[config.mk]
export PLATFORM = sky130hd
export DESIGN_NAME = flash_subsys_top
export DESIGN_NICKNAME = d
export VERILOG_FILES = /design/src/logic/flash_pkg.sv /design/src/logic/ctrl_flash.sv /design/src/logic/flash_subsys_top.sv /design/src/logic/qmem_arbiter.sv
export VERILOG_INCLUDE_DIRS = /design/src /design/src/logic
export SDC_FILE = /design/constraint.sdc
export NUM_CORES = 1
export LEC_CHECK = 0
export BUFFER_PORTS_ARGS = -buffer_cell sky130_fd_sc_hd__buf_4
export CAP_MARGIN = 20
export CORE_MARGIN = 5
export CORE_UTILIZATION = 37
export DETAILED_ROUTE_END_ITERATION = 6
export PLACE_DENSITY_LB_ADDON = 0.1
export SLEW_MARGIN = 25
export SYNTH_ARGS = -nofsm -noshare
export SYNTH_HDL_FRONTEND = slang
export SYNTH_SLANG_ARGS = --single-unit
[constraint.sdc]
create_clock -name clk -period 1.91 [get_ports clk]
set_input_delay 0.382 -clock clk [delete_from_list [all_inputs] [get_ports clk]]
set_output_delay 0.382 -clock clk [all_outputs]
set_load 0.1 [all_outputs]
[src/logic/flash_defines.svh]
/*
  configuration macros for the boot flash subsystem
  flash and qmem bus widths, per-byte access delay, byte order
*/

`ifndef FLASH_DEFINES_SVH
`define FLASH_DEFINES_SVH

// flash side
`define FLASH_AW 22          // flash byte address width
`define FLASH_DW 8           // flash data bus width

// qmem side
`define QMEM_AW 22           // qmem byte address width
`define QMEM_DW 32           // qmem data width
`define QMEM_SW 4            // byte selects, one per lane

// wait cycles per byte, 3 covers a 70ns part at 50MHz with margin
`define FLASH_DLY 3

// 1 = big endian, byte 0 lands in dat_r[31:24]
// 0 = little endian, byte 0 lands in dat_r[7:0]
`define FLASH_BIG_ENDIAN 1

`endif

[src/logic/flash_pkg.sv]
/*
  shared types for the boot flash subsystem
  qmem request and response structs, flash pin bundle,
  controller and arbiter state enums, access timer type
*/

`include "flash_defines.svh"

package flash_pkg;

  // one qmem master request, held stable until ack
  typedef struct packed {
    logic                cs;
    logic                we;
    logic [`QMEM_AW-1:0] adr;     // byte address
    logic [`QMEM_SW-1:0] sel;     // carried, not used by the flash
    logic [`QMEM_DW-1:0] dat_w;
  } qmem_req_t;

  // response, dat_r valid the cycle after ack
  typedef struct packed {
    logic [`QMEM_DW-1:0] dat_r;
    logic                ack;     // single cycle pulse
    logic                err;     // qualified by ack
  } qmem_rsp_t;

  // outputs to the NOR chip, all control lines active low
  typedef struct packed {
    logic [`FLASH_AW-1:0] adr;
    logic                 ce_n;
    logic                 we_n;
    logic                 oe_n;
    logic                 rst_n;
  } flash_pins_t;

  // low two bits of the byte states equal the byte offset
  typedef enum logic [2:0] {
    RD_IDLE = 3'd0,
    RD_B0   = 3'd4,
    RD_B1   = 3'd5,
    RD_B2   = 3'd6,
    RD_B3   = 3'd7,
    RD_ERR  = 3'd1
  } rd_state_t;

  typedef enum logic [1:0] {
    OWN_NONE  = 2'd0,
    OWN_DATA  = 2'd1,
    OWN_INSTR = 2'd2
  } arb_owner_t;

  // access timer, just wide enough to hold FLASH_DLY
  typedef logic [$clog2(`FLASH_DLY + 1)-1:0] dly_cnt_t;

endpackage

[src/logic/ctrl_flash.sv]
/*
  read-only controller for an 8 bit parallel NOR flash
  builds 32 bit words from four timed byte reads, places bytes
  by endianness, rejects writes with err, keeps chip in read mode
*/

`timescale 1ns/1ps

`include "flash_defines.svh"

module ctrl_flash import flash_pkg::*; (
  input  logic                 clk,
  input  logic                 rst,
  input  qmem_req_t            req,
  output qmem_rsp_t            rsp,
  output flash_pins_t          pins,
  input  logic [`FLASH_DW-1:0] flash_dq
);

  rd_state_t             state;
  dly_cnt_t              timer;      // cycles left for current byte
  logic [`FLASH_AW-1:0]  fl_adr;     // address on the pins
  logic [`QMEM_DW-1:0]   dat_r;      // assembled word
  logic                  ack_q;
  logic                  err_q;
  logic                  rd_mode;    // chip out of reset, selected
  logic                  rd_busy;    // in one of the byte states
  logic                  byte_done;  // current byte may be sampled

  // lane for a byte offset, byte 0 is msb lane in big endian
  function automatic logic [1:0] byte_lane(input logic [1:0] idx);
    if (`FLASH_BIG_ENDIAN) begin
      return 2'd3 - idx;
    end
    return idx;
  endfunction

  ////////////////////////////////////////////////////////////////////////////
  // chip control, read mode once reset is gone
  ////////////////////////////////////////////////////////////////////////////

  always_ff @(posedge clk or posedge rst) begin
    if (rst) begin
      rd_mode <= 1'b0;   // ce_n high, rst_n low while in reset
    end else begin
      rd_mode <= 1'b1;
    end
  end

  always_comb begin
    pins.adr   = fl_adr;
    pins.ce_n  = ~rd_mode;
    pins.rst_n = rd_mode;
    pins.oe_n  = 1'b0;     // outputs always enabled, read only
    pins.we_n  = 1'b1;     // never program
  end

  ////////////////////////////////////////////////////////////////////////////
  // read engine
  ////////////////////////////////////////////////////////////////////////////

  assign rd_busy   = state inside {RD_B0, RD_B1, RD_B2, RD_B3};
  assign byte_done = rd_busy && (timer == '0);

  // sel and dat_w are ignored, every read fetches the whole word
  always_ff @(posedge clk or posedge rst) begin
    if (rst) begin
      state  <= RD_IDLE;
      timer  <= '0;
      ack_q  <= 1'b0;
      err_q  <= 1'b0;
      fl_adr <= '0;
    end else begin
      ack_q <= 1'b0;                      // pulses only
      err_q <= 1'b0;
      if (timer != '0) begin
        timer <= timer - 1'b1;
      end
      case (state)
        RD_IDLE: begin
          if (req.cs && req.we) begin
            state <= RD_ERR;              // no flash access at all
            ack_q <= 1'b1;
            err_q <= 1'b1;
          end else if (req.cs) begin
            fl_adr <= {req.adr[`FLASH_AW-1:2], 2'b00};  // word aligned
            timer  <= dly_cnt_t'(`FLASH_DLY);
            state  <= RD_B0;
          end
        end
        RD_B0, RD_B1, RD_B2: begin
          if (timer == '0) begin
            fl_adr[1:0] <= fl_adr[1:0] + 2'd1;   // next byte
            timer       <= dly_cnt_t'(`FLASH_DLY);
            state       <= rd_state_t'(state + 3'd1);
          end
        end
        RD_B3: begin
          // ack leads the last byte sample by one cycle
          if (timer == dly_cnt_t'(1)) begin
            ack_q <= 1'b1;
          end
          if (timer == '0) begin
            state <= RD_IDLE;
          end
        end
        RD_ERR: begin
          state <= RD_IDLE;               // ack/err high this cycle
        end
        default: begin
          state <= RD_IDLE;
        end
      endcase
    end
  end

  // byte capture into its lane
  always_ff @(posedge clk) begin
    if (byte_done) begin
      dat_r[{byte_lane(fl_adr[1:0]), 3'b000} +: `FLASH_DW] <= flash_dq;
    end
  end

  always_comb begin
    rsp.dat_r = dat_r;
    rsp.ack   = ack_q;
    rsp.err   = err_q;
  end

  ////////////////////////////////////////////////////////////////////////////
  // checks
  ////////////////////////////////////////////////////////////////////////////

  a_ack_pulse: assert property (
    @(posedge clk) disable iff (rst)
    rsp.ack |=> !rsp.ack
  ) else $error("ctrl_flash: ack longer than one cycle");

  // byte state and pin address must agree for the whole byte window
  a_byte_adr: assert property (
    @(posedge clk) disable iff (rst)
    rd_busy |-> (pins.adr[1:0] == state[1:0])
  ) else $error("ctrl_flash: flash address out of step with byte state");

endmodule

[src/logic/flash_subsys_top.sv]
/*
  boot flash subsystem top level
  data and fetch qmem ports, arbiter, flash read controller
*/

`timescale 1ns/1ps

`include "flash_defines.svh"

module flash_subsys_top import flash_pkg::*; (
  // system
  input  logic                 clk,
  input  logic                 rst,
  // data port, higher priority
  input  qmem_req_t            dreq,
  output qmem_rsp_t            drsp,
  // instruction fetch port
  input  qmem_req_t            ireq,
  output qmem_rsp_t            irsp,
  // NOR flash chip
  output flash_pins_t          flash_pins,
  input  logic [`FLASH_DW-1:0] flash_dq
);

  ////////////////////////////////////////////////////////////////////////////
  // arbiter to controller link
  ////////////////////////////////////////////////////////////////////////////

  qmem_req_t creq;     // granted request
  qmem_rsp_t crsp;     // controller response, routed back by owner

  ////////////////////////////////////////////////////////////////////////////
  // arbiter
  ////////////////////////////////////////////////////////////////////////////

  // one request at a time, data port wins ties
  qmem_arbiter i_arbiter (
    .clk  (clk),
    .rst  (rst),
    .dreq (dreq),
    .ireq (ireq),
    .drsp (drsp),
    .irsp (irsp),
    .creq (creq),
    .crsp (crsp)
  );

  ////////////////////////////////////////////////////////////////////////////
  // flash controller
  ////////////////////////////////////////////////////////////////////////////

  // four byte reads per word, writes answered with err
  ctrl_flash i_ctrl_flash (
    .clk      (clk),
    .rst      (rst),
    .req      (creq),
    .rsp      (crsp),
    .pins     (flash_pins),
    .flash_dq (flash_dq)
  );

endmodule

[src/logic/qmem_arbiter.sv]
/*
  two port qmem arbiter in front of the flash controller
  fixed priority, data port over instruction fetch
  grant lock until the cycle after ack, response routing
*/

`timescale 1ns/1ps

`include "flash_defines.svh"

module qmem_arbiter import flash_pkg::*; (
  input  logic      clk,
  input  logic      rst,
  input  qmem_req_t dreq,   // data port
  input  qmem_req_t ireq,   // instruction fetch port
  output qmem_rsp_t drsp,
  output qmem_rsp_t irsp,
  output qmem_req_t creq,   // towards controller
  input  qmem_rsp_t crsp
);

  arb_owner_t owner;        // locked grant
  arb_owner_t grant;        // effective grant this cycle

  ////////////////////////////////////////////////////////////////////////////
  // grant selection
  ////////////////////////////////////////////////////////////////////////////

  // an existing owner always wins, otherwise pick by priority
  always_comb begin
    if (owner != OWN_NONE) begin
      grant = owner;
    end else if (dreq.cs) begin
      grant = OWN_DATA;                 // data port first
    end else if (ireq.cs) begin
      grant = OWN_INSTR;
    end else begin
      grant = OWN_NONE;
    end
  end

  // lock on acceptance, drop at the edge that ends the ack cycle
  always_ff @(posedge clk or posedge rst) begin
    if (rst) begin
      owner <= OWN_NONE;
    end else if (crsp.ack) begin
      owner <= OWN_NONE;                // data cycle runs unowned
    end else if (owner == OWN_NONE) begin
      owner <= grant;                   // stays none if nobody asks
    end
  end

  ////////////////////////////////////////////////////////////////////////////
  // request forwarding and response routing
  ////////////////////////////////////////////////////////////////////////////

  always_comb begin
    case (grant)
      OWN_DATA:  creq = dreq;
      OWN_INSTR: creq = ireq;
      default:   creq = '0;             // cs low, controller idles
    endcase
  end

  // the losing port sees no ack and simply keeps waiting
  always_comb begin
    drsp.dat_r = crsp.dat_r;            // qualified by ack at the master
    irsp.dat_r = crsp.dat_r;
    drsp.ack   = crsp.ack && (owner == OWN_DATA);
    drsp.err   = crsp.err && (owner == OWN_DATA);
    irsp.ack   = crsp.ack && (owner == OWN_INSTR);
    irsp.err   = crsp.err && (owner == OWN_INSTR);
  end

  ////////////////////////////////////////////////////////////////////////////
  // checks
  ////////////////////////////////////////////////////////////////////////////

  // controller acks only what was granted, so never both
  a_single_ack: assert property (
    @(posedge clk) disable iff (rst)
    !(drsp.ack && irsp.ack)
  ) else $error("qmem_arbiter: ack on both ports");

  // request seen by the controller holds steady until its ack
  a_owner_locked: assert property (
    @(posedge clk) disable iff (rst)
    (owner != OWN_NONE) && !crsp.ack |-> $stable(creq)
  ) else $error("qmem_arbiter: granted request changed during transfer");

  // every ack must land on a port, i.e. the controller only
  // finishes transfers that were granted
  a_ack_owned: assert property (
    @(posedge clk) disable iff (rst)
    crsp.ack |-> (owner != OWN_NONE)
  ) else $error("qmem_arbiter: ack without owner");

endmodule

==> flow_summary.yaml, run 1 <==
sta:
  rsz0062_at_grt: "yes"
  timing.final.crit_share: 1.03
  holdWs_ns: 0.124
  hold_viol_final: 0
  fin_worst_skew_ns: 0.0107
  setup_viol: 11
  max_clock_freq_ghz: 0.509
  finalWorstSetupSlack_ns: -0.0564
  post-route-min-period_ns: 1.97
  slew_viol_final: 0
cells_and_area:
  post_layout_nonfiller_instances: 528
  register_area_um2: 1760
  design_area_um2: 4640
  drive_gt1_frac: 0.499
  fin_nets: 563
  fin_util: 0.565
  synthToLayoutAreaGrowth_pct: 48.1
  n_fill_cell: 761
  diodes: 0
  multiInputGateArea_um2: 1110
placed_design:
  place_area_um2: 4250
  dpl.cell_count: 506
  dp_hpwl_um: 5820
  place_congestion: 0.722
  portBuffers: 145
floorplan:
  start_util: 0.381
  die_w_um: 102
  die_y_um: 102
  coreArea_um2: 8220
  rows: 33
  ios: 224
  dieArea_um2: 10400
logic_synthesis:
  synth_area_leaders: "edfxtp_1, dfrtp_1, buf_4, and2_1, ha_1"
  ys_warn_count: 0
  synth_edf_count: 32
  syn-cell-area_um2: 3130
  synth_most_common_cell: "buf_4"
  async_flop_share: 0.500
  yosysSeqAreaShare: 0.562
  synth_top_area_frac: 0.307
  ys.flop_type: "edfxtp_1"
  yosysTopAreaCell: "edfxtp_1"
  synth_cell_types: 30
  netlist_top_cells_count: "buf_4, and2_1, dfrtp_1, edfxtp_1, nor2_1"
  synth_seq_cells: 64
  postSynthAreaPerCell_um2: 11.4
  syn_inst: 276
detailed_routing:
  vias: 2472
  vias_per_cell: 4.68
  drt_first_pass_iters: 4
  ant_nets: 0
  wirelength_um: 7900
  wl_per_cell_um: 15.0
  drc: 0
  drt_iter0_drc: 68
setup_path:
  startpoint_type: "register"
  r2r_slack_ns: -0.06
  required_ns: 2.13
  cp_slowest_cell: "dfrtp_1"
  r2r_end: "i_ctrl_flash.fl_adr[19]"
  cp_cell_sequence: "nor2_1 > a21oi_2 > inv_2 > ha_4 > a22oi_2 > nor4b_4 > buf_6 > mux2_4"
  path_max_fanout: 4
  rr_startpoint: "i_arbiter.owner[0]"
  critPathKind: "reg -> reg"
  end_kind: "register"
  cp.arrival_ns: 2.18
  slowest_delay_ns: 0.39
  reg2reg_depth: 8
cts:
  clk_latency_ns: 0.34
  cts_made_buffers: 9
  clkTransAtPathRegs_ns: 0.08
  tritoncts: "done"
  clockBufferDepth: 2
  clock-root-buffer: "clkbuf_8"
  htreeDepth: 3
  clock-sinks: 64
  cts_hold_buf: 0
global_route:
  grt-ovfl-total: 0
  grt_max_degree: 33
  grt_pass1_wl_um: 11700
  grt_antenna_before_repair: 0
  first_global_vias: 2412
  track_usage: 0.147
power:
  irDropWorstVdd_v: 0.00117
  power_density_nw_per_um2: 1630
  design_power_total_uw: 7550
  leakage_uw: 0.00214
status:
  status: "complete, but fails checks"
  violations: "negative setup slack"
hold_path:
  hold_class: "in -> async"
flow_run:
  cap_violations: 0
-- cell usage in the layout, fill, tap and decap left out, types with 2 or more instances in the layout --
cell type | Yosys | final
a22o_1 | 2 | 2
a21oi_2 | 0 | 3
clkbuf_8 | 0 | 9
dfrtp_1 | 32 | 30
dfrtp_2 | 0 | 2
conb_1 | 2 | 3
buf_6 | 0 | 3
inv_1 | 15 | 14
nor2_2 | 0 | 5
o31ai_1 | 2 | 2
nor3b_2 | 0 | 2
buf_4 | 35 | 167
nor2_1 | 29 | 24
clkinvlp_4 | 0 | 2
and2_1 | 32 | 32
a22oi_1 | 22 | 20
edfxtp_1 | 32 | 32
clkinv_4 | 0 | 2
nand2_1 | 2 | 2
a21o_1 | 3 | 3
ha_1 | 15 | 13
a21oi_1 | 22 | 19
bufinv_16 | 0 | 2
nor3_2 | 0 | 2
a22oi_2 | 0 | 2
and3_1 | 5 | 5
nand2b_1 | 2 | 2
-- metrics by stage --
step / setup slack (ns) / setup TNS, ns
2_1_floorplan: -0.128 / -0.375
3_3_place_gp: -0.207 / -7.03
3_5_place_dp: -0.237 / -9.76
4_1_cts: -0.0836 / -1.75
5_1_grt: -0.139 / -2.47
6_report: -0.0564 / -0.164
-- how the worst max path moves through the flow --
stage	startpoint	endpoint	slack, ns	cells after the start
after global placement	dreq[59]	i_ctrl_flash.fl_adr[19]	-0.21	9
after global routing	i_arbiter.owner[0]	i_ctrl_flash.fl_adr[19]	-0.14	8
after detailed placement	dreq[59]	i_ctrl_flash.fl_adr[19]	-0.24	9
after CTS	i_ctrl_flash.state[0]	i_ctrl_flash.dat_r[9]	-0.08	5
final	i_arbiter.owner[0]	i_ctrl_flash.fl_adr[19]	-0.06	8
after floorplan	i_arbiter.owner[0]	irsp[0]	-0.13	1
-- worst max-delay path: cells and delay by family (launching register included) --
family,cells,cell delay [ns]
flip-flops,1,0.39
adder cells (fa/ha/maj),1,0.18
multiplexers,1,0.30
buffers and inverters,2,0.27
AND/OR/NAND/NOR,2,0.33
AO/OA/AOI/OAI,2,0.38
-- registers in the layout, summed over array words and instances, names as in the netlist --
signal / count
i_arbiter.owner: 2
i_ctrl_flash.ack_q: 1
i_ctrl_flash.dat_r: 32
i_ctrl_flash.err_q: 1
i_ctrl_flash.fl_adr: 22
i_ctrl_flash.rd_mode: 1
i_ctrl_flash.state: 3
i_ctrl_flash.timer: 2
-- area by class of cell --
cell class | count | area share
tap | 105 | 0.0283
inverter | 15 | 0.0121
clock buffer | 9 | 0.0267
timing repair buffer | 173 | 0.293
clock inverter | 7 | 0.0208
multi-input combinational | 155 | 0.239
sequential | 64 | 0.380
-- routing by layer --
metal	GRT usage	vias up	routed length [um]
met5	0	-	0
met4	0.0555	0	160
met3	0.0471	13	651
met2	0.255	88	4130
met1	0.168	1165	2970
li1	-	1206	-
-- power by group --
group | internal, uW | switching, uW | total [uW]
Combinational | 1190 | 3080 | 4280
Clock | 734 | 544 | 1280
Sequential | 1800 | 195 | 2000
-- cell families (layout without fill, tap and decap cells) --
| kind of cell | after synthesis | in the layout | share of synthesized area |
|---|---|---|---|
| other | 2 | 3 | 0.00240 |
| adders and majority gates | 15 | 15 | 0.0599 |
| buffers and inverters | 58 | 204 | 0.113 |
| DFF | 64 | 64 | 0.562 |
| muxes | 2 | 2 | 0.00679 |
| AOI/OAI and AO/OA | 58 | 58 | 0.121 |
| and+or+nand+nor | 77 | 77 | 0.135 |
-- what timing repair did --
item	in CTS	in global routing
pin swaps	4	3
setup endpoints to repair	57	76
buffers inserted	3	1
gates cloned	1	1
resized for setup	13	12
(Power assumes the default switching activity.)
==> run 2, diff against run 1 <==
--- a/config.mk
+++ b/config.mk
@@ -12,6 +12,7 @@
 export CORE_UTILIZATION = 37
 export DETAILED_ROUTE_END_ITERATION = 6
 export PLACE_DENSITY_LB_ADDON = 0.1
+export REMOVE_ABC_BUFFERS = 1
 export SLEW_MARGIN = 25
 export SYNTH_ARGS = -nofsm -noshare
 export SYNTH_HDL_FRONTEND = slang
==> flow_summary.yaml, run 2 (synthesis results as in run 1) <==
setup_path:
  end_kind: "register"
  slowest_delay_ns: 0.40
  startpoint_type: "register"
  r2r_slack_ns: -0.13
  path_max_fanout: 3
  cp_cell_sequence: "buf_4 > a21oi_4 > inv_2 > ha_4 > a22oi_2 > nor4b_4 > buf_4 > buf_4 > a211o_1"
  r2r_end: "i_ctrl_flash.timer[1]"
  rr_startpoint: "i_arbiter.owner[0]"
  cp_slowest_cell: "dfrtp_1"
  critPathKind: "reg -> reg"
  crit_top_cell: "buf_4"
  cp.arrival_ns: 2.26
  required_ns: 2.13
  path_depth: 9
  reg2reg_depth: 9
  startpoint: "i_arbiter.owner[0]"
  path_buf_inv: 4
  endpoint: "i_ctrl_flash.timer[1]"
  critical-path-top-delay-family: "compound AO/OA/AOI/OAI gates"
sta:
  setup_viol: 25
  finalWorstSetupSlack_ns: -0.133
  post-route-min-period_ns: 2.04
  rsz0062_at_grt: "yes"
  slew_viol_final: 0
  max_clock_freq_ghz: 0.489
  timing.final.crit_share: 1.07
  hold_viol_final: 0
  fin_worst_skew_ns: 0.0112
placed_design:
  portBuffers: 145
  place_congestion: 0.797
  dp_hpwl_um: 5910
  dpl.cell_count: 506
status:
  violations: "negative setup slack"
  status: "complete, but fails checks"
global_route:
  first_global_vias: 2458
  grt_antenna_before_repair: 0
  grt_pass1_wl_um: 12000
  grt_max_degree: 33
  track_usage: 0.148
  grt-ovfl-total: 0
cts:
  htreeDepth: 3
  clock-root-buffer: "clkbuf_8"
  clockBufferDepth: 2
  clock-sinks: 64
  clkTransAtPathRegs_ns: 0.07
  cts_made_buffers: 9
  clk_latency_ns: 0.33
  cts_hold_buf: 0
  tritoncts: "done"
floorplan:
  dieArea_um2: 10400
  die_w_um: 102
  rows: 33
  die_y_um: 102
  ios: 224
  start_util: 0.381
  coreArea_um2: 8220
detailed_routing:
  wirelength_um: 7970
  vias_per_cell: 4.68
  drt_first_pass_iters: 4
  drt_iter0_drc: 89
  vias: 2478
  wl_per_cell_um: 15.0
  drc: 0
  ant_nets: 0
cells_and_area:
  fin_nets: 565
  synthToLayoutAreaGrowth_pct: 51.0
  diodes: 0
  n_fill_cell: 712
  drive_gt1_frac: 0.501
  fin_util: 0.576
  layout_commonest_cell: "buf_4"
  post_layout_nonfiller_instances: 530
  final_cell_mix: "buf_4, and2_1, edfxtp_1"
  largest_reg_flops: 32
power:
  leakage_uw: 0.00218
  net-switching-power_uw: 3870
  irDropWorstVdd_v: 0.000871
  p_int_uw: 3930
  p_sw_frac: 0.496
  power_density_nw_per_um2: 1650
  pwr-share-comb: 0.565
  clkPwrFrac: 0.180
  seqPwrFrac: 0.255
flow_run:
  cap_violations: 0
hold_path:
  hold_class: "in -> async"
[run 2: worst reg2reg max path, cell delays in order, from the launching register on]
cell     delay (ns)
dfrtp_1        0.40
buf_4          0.15
a21oi_4        0.17
inv_2          0.07
ha_4           0.17
a22oi_2        0.32
nor4b_4        0.10
buf_4          0.16
buf_4          0.13
a211o_1        0.26
[run 2: power groups by stage]
stage | combinational [uW] | clock (uW) | sequential, uW
detailed placement | 4090 | 0 | 2020
global route | 4680 | 1490 | 2030
finish | 4410 | 1400 | 1990
global placement | 4040 | 0 | 2010
CTS | 4180 | 1440 | 1990
floorplan | 1020 | 0 | 4000
[run 2: stage by stage]
step	area, um2	setup WS (ns)	power, uW	setup TNS (ns)	hold WS [ns]
2_1_floorplan	2840	-1.24	5010	-41.86	0.433
3_3_place_gp	4240	-0.228	6040	-7.22	0.462
3_5_place_dp	4240	-0.329	6100	-9.74	0.476
4_1_cts	4550	-0.104	7610	-1.49	0.142
5_1_grt	4730	-0.234	8200	-5.32	0.159
6_report	4730	-0.133	7800	-2.10	0.129
[run 2: worst min-delay path by stage]
stage | to | slack, ns | cells past startpoint
after global routing | i_ctrl_flash.err_q | 0.16 | 3
after detailed placement | i_arbiter.owner[1] | 0.48 | 1
after global placement | i_arbiter.owner[0] | 0.46 | 1
after CTS | i_ctrl_flash.err_q | 0.14 | 3
final | i_ctrl_flash.err_q | 0.13 | 3
after floorplan | i_arbiter.owner[0] | 0.43 | 1
[run 2: layer usage]
metal | GRT usage | routed length (um) | part of all wire | up-vias
met4 | 0.0424 | 83 | 0.010 | 0
li1 | - | - | - | 1209
met3 | 0.0444 | 627 | 0.079 | 6
met5 | 0 | 0 | 0 | -
met1 | 0.178 | 3200 | 0.40 | 1180
met2 | 0.257 | 4060 | 0.51 | 83
[run 2: cell type report]
type	instances	area [um2]	area share
Clock buffer	9	124	0.0262
Timing Repair Buffer	175	1400	0.295
Multi-Input combinational cell	155	1140	0.241
Tap cell	105	131	0.0278
Inverter	15	56.3	0.0119
Clock inverter	7	119	0.0251
Sequential cell	64	1760	0.372
[run 2: repair_timing]
item,4_1_cts,5_1_grt
resized for setup,16,17
pin swaps,6,3
setup buffers,0,6
endpoints found under the setup margin,61,66
cloned,1,2
hold endpoints to repair,0,0
==> run 3, diff against run 2 <==
--- a/config.mk
+++ b/config.mk
@@ -10,8 +10,9 @@
 export CAP_MARGIN = 20
 export CORE_MARGIN = 5
 export CORE_UTILIZATION = 37
+export CTS_CLUSTER_SIZE = 25
 export DETAILED_ROUTE_END_ITERATION = 6
-export PLACE_DENSITY_LB_ADDON = 0.1
+export PLACE_DENSITY = 0.77
 export REMOVE_ABC_BUFFERS = 1
 export SLEW_MARGIN = 25
 export SYNTH_ARGS = -nofsm -noshare
==> flow_summary.yaml, run 3 (synthesis results as in run 1) <==
cts:
  htreeDepth: 3
  cts_hold_buf: 0
  clock-sinks: 64
  cts_made_buffers: 9
  clk_latency_ns: 0.34
  clockBufferDepth: 2
  clock-root-buffer: "clkbuf_8"
  tritoncts: "done"
  clkTransAtPathRegs_ns: 0.08
global_route:
  grt_pass1_wl_um: 12400
  grtUsageMet2: 0.271
  track_usage: 0.154
  grt_antenna_before_repair: 0
  grt-ovfl-total: 0
  top_usage_layer: "met2"
  use_met1: 0.175
  use_met3: 0.0519
  grt_max_degree: 33
  first_global_vias: 2505
flow_run:
  cap_violations: 0
sta:
  max_clock_freq_ghz: 0.499
  hold_viol_final: 0
  fin_worst_skew_ns: 0.0109
  timing.final.crit_share: 1.05
  finalWorstSetupSlack_ns: -0.0939
  slew_viol_final: 0
  setup_viol: 22
  holdWs_ns: 0.125
  post-route-min-period_ns: 2.00
  rsz0062_at_grt: "yes"
power:
  design_power_total_uw: 8110
  leakage_uw: 0.00221
  power_density_nw_per_um2: 1680
  irDropWorstVdd_v: 0.00110
cells_and_area:
  synthToLayoutAreaGrowth_pct: 53.7
  design_area_um2: 4820
  final_cell_mix: "buf_4, and2_1, dfrtp_1, edfxtp_1, a22oi_1"
  post_layout_nonfiller_instances: 532
  n_fill_cell: 657
  fin_nets: 567
  largest_reg_flops: 32
  drive_gt1_frac: 0.546
  register_area_um2: 1760
  diodes: 0
  layout_commonest_cell: "buf_4"
  multiInputGateArea_um2: 1210
detailed_routing:
  vias_per_cell: 4.85
  wl_per_cell_um: 15.9
  drc: 0
  drt_iter0_drc: 127
  vias: 2582
  drt_first_pass_iters: 4
  wirelength_um: 8460
  ant_nets: 0
setup_path:
  path_max_fanout: 4
  cp_slowest_cell: "dfrtp_1"
  required_ns: 2.13
  r2r_end: "i_ctrl_flash.fl_adr[19]"
  rr_startpoint: "i_arbiter.owner[0]"
  r2r_slack_ns: -0.09
  cp.arrival_ns: 2.22
  startpoint_type: "register"
  end_kind: "register"
  reg2reg_depth: 8
  slowest_delay_ns: 0.43
  crit_top_cell: "buf_4"
  critPathKind: "reg -> reg"
  cp_cell_sequence: "nor2_2 > a21oi_2 > buf_4 > ha_4 > a22oi_2 > nor4b_4 > buf_4 > mux2_4"
hold_path:
  hold_class: "in -> async"
floorplan:
  rows: 33
  die_y_um: 102
  die_w_um: 102
  ios: 224
  start_util: 0.381
  coreArea_um2: 8220
  dieArea_um2: 10400
placed_design:
  dpl.cell_count: 506
  dp_hpwl_um: 6160
  place_area_um2: 4240
  portBuffers: 145
  place_congestion: 0.741
  place_ws_ns: -0.288
status:
  status: "complete, but fails checks"
  violations: "negative setup slack"
==> run 3: stage by stage <==
stage	utilization	TNS, ns
2_1_floorplan	-	-41.86
3_3_place_gp	0.516	-5.92
3_5_place_dp	0.516	-10.82
4_1_cts	0.562	-1.82
5_1_grt	0.586	-3.59
6_report	0.586	-1.07
==> run 3: cell type report <==
class / count / share of cell area
well taps: 105 / 0.0273
flip-flops and latches: 64 / 0.366
clock buffers: 10 / 0.0286
multi-input cells: 155 / 0.252
repair buffers: 177 / 0.291
inverters: 15 / 0.0117
clock inverters: 6 / 0.0239
==> run 3: critical path, delay by kind of cell, from the launching register on <==
kind	cells	cell delay, ns
AOI/OAI and AO/OA	2	0.28
adders and majority gates	1	0.16
buffers and inverters	2	0.32
DFF	1	0.43
muxes	1	0.30
and+or+nand+nor	2	0.40
==> run 3: repair_timing <==
item | in CTS | in global routing
endpoints found under the setup margin | 62 | 59
pin swaps | 4 | 9
setup buffers | 6 | 2
cloned | 1 | 1
gates resized for setup | 16 | 42
==> run 3: layer usage <==
layer | share of wire | up-vias | wire, um
li1 | - | 1219 | -
met1 | 0.37 | 1219 | 3150
met2 | 0.50 | 130 | 4200
met3 | 0.11 | 14 | 949
met4 | 0.018 | 0 | 149
met5 | 0 | - | 0
==> run 3: worst max path at each step <==
stage,start,endpoint,slack [ns]
4_1_cts,i_ctrl_flash.state[0],i_ctrl_flash.dat_r[16],-0.06
3_3_place_gp,dreq[59],i_ctrl_flash.fl_adr[19],-0.21
6_report,i_arbiter.owner[0],i_ctrl_flash.fl_adr[19],-0.09
5_1_grt,i_arbiter.owner[0],i_ctrl_flash.fl_adr[15],-0.19
3_5_place_dp,dreq[59],i_ctrl_flash.fl_adr[4],-0.29
2_1_floorplan,i_arbiter.owner[0],i_ctrl_flash.fl_adr[19],-1.24
==> run 3: where the power goes <==
part           total, uW  leakage, uW  internal, uW  switching, uW
Sequential          2050     0.000672          1800            250
Combinational       4600      0.00142          1400           3210
Clock               1460     0.000123           909            546
Total               8110      0.00221          4110           4000
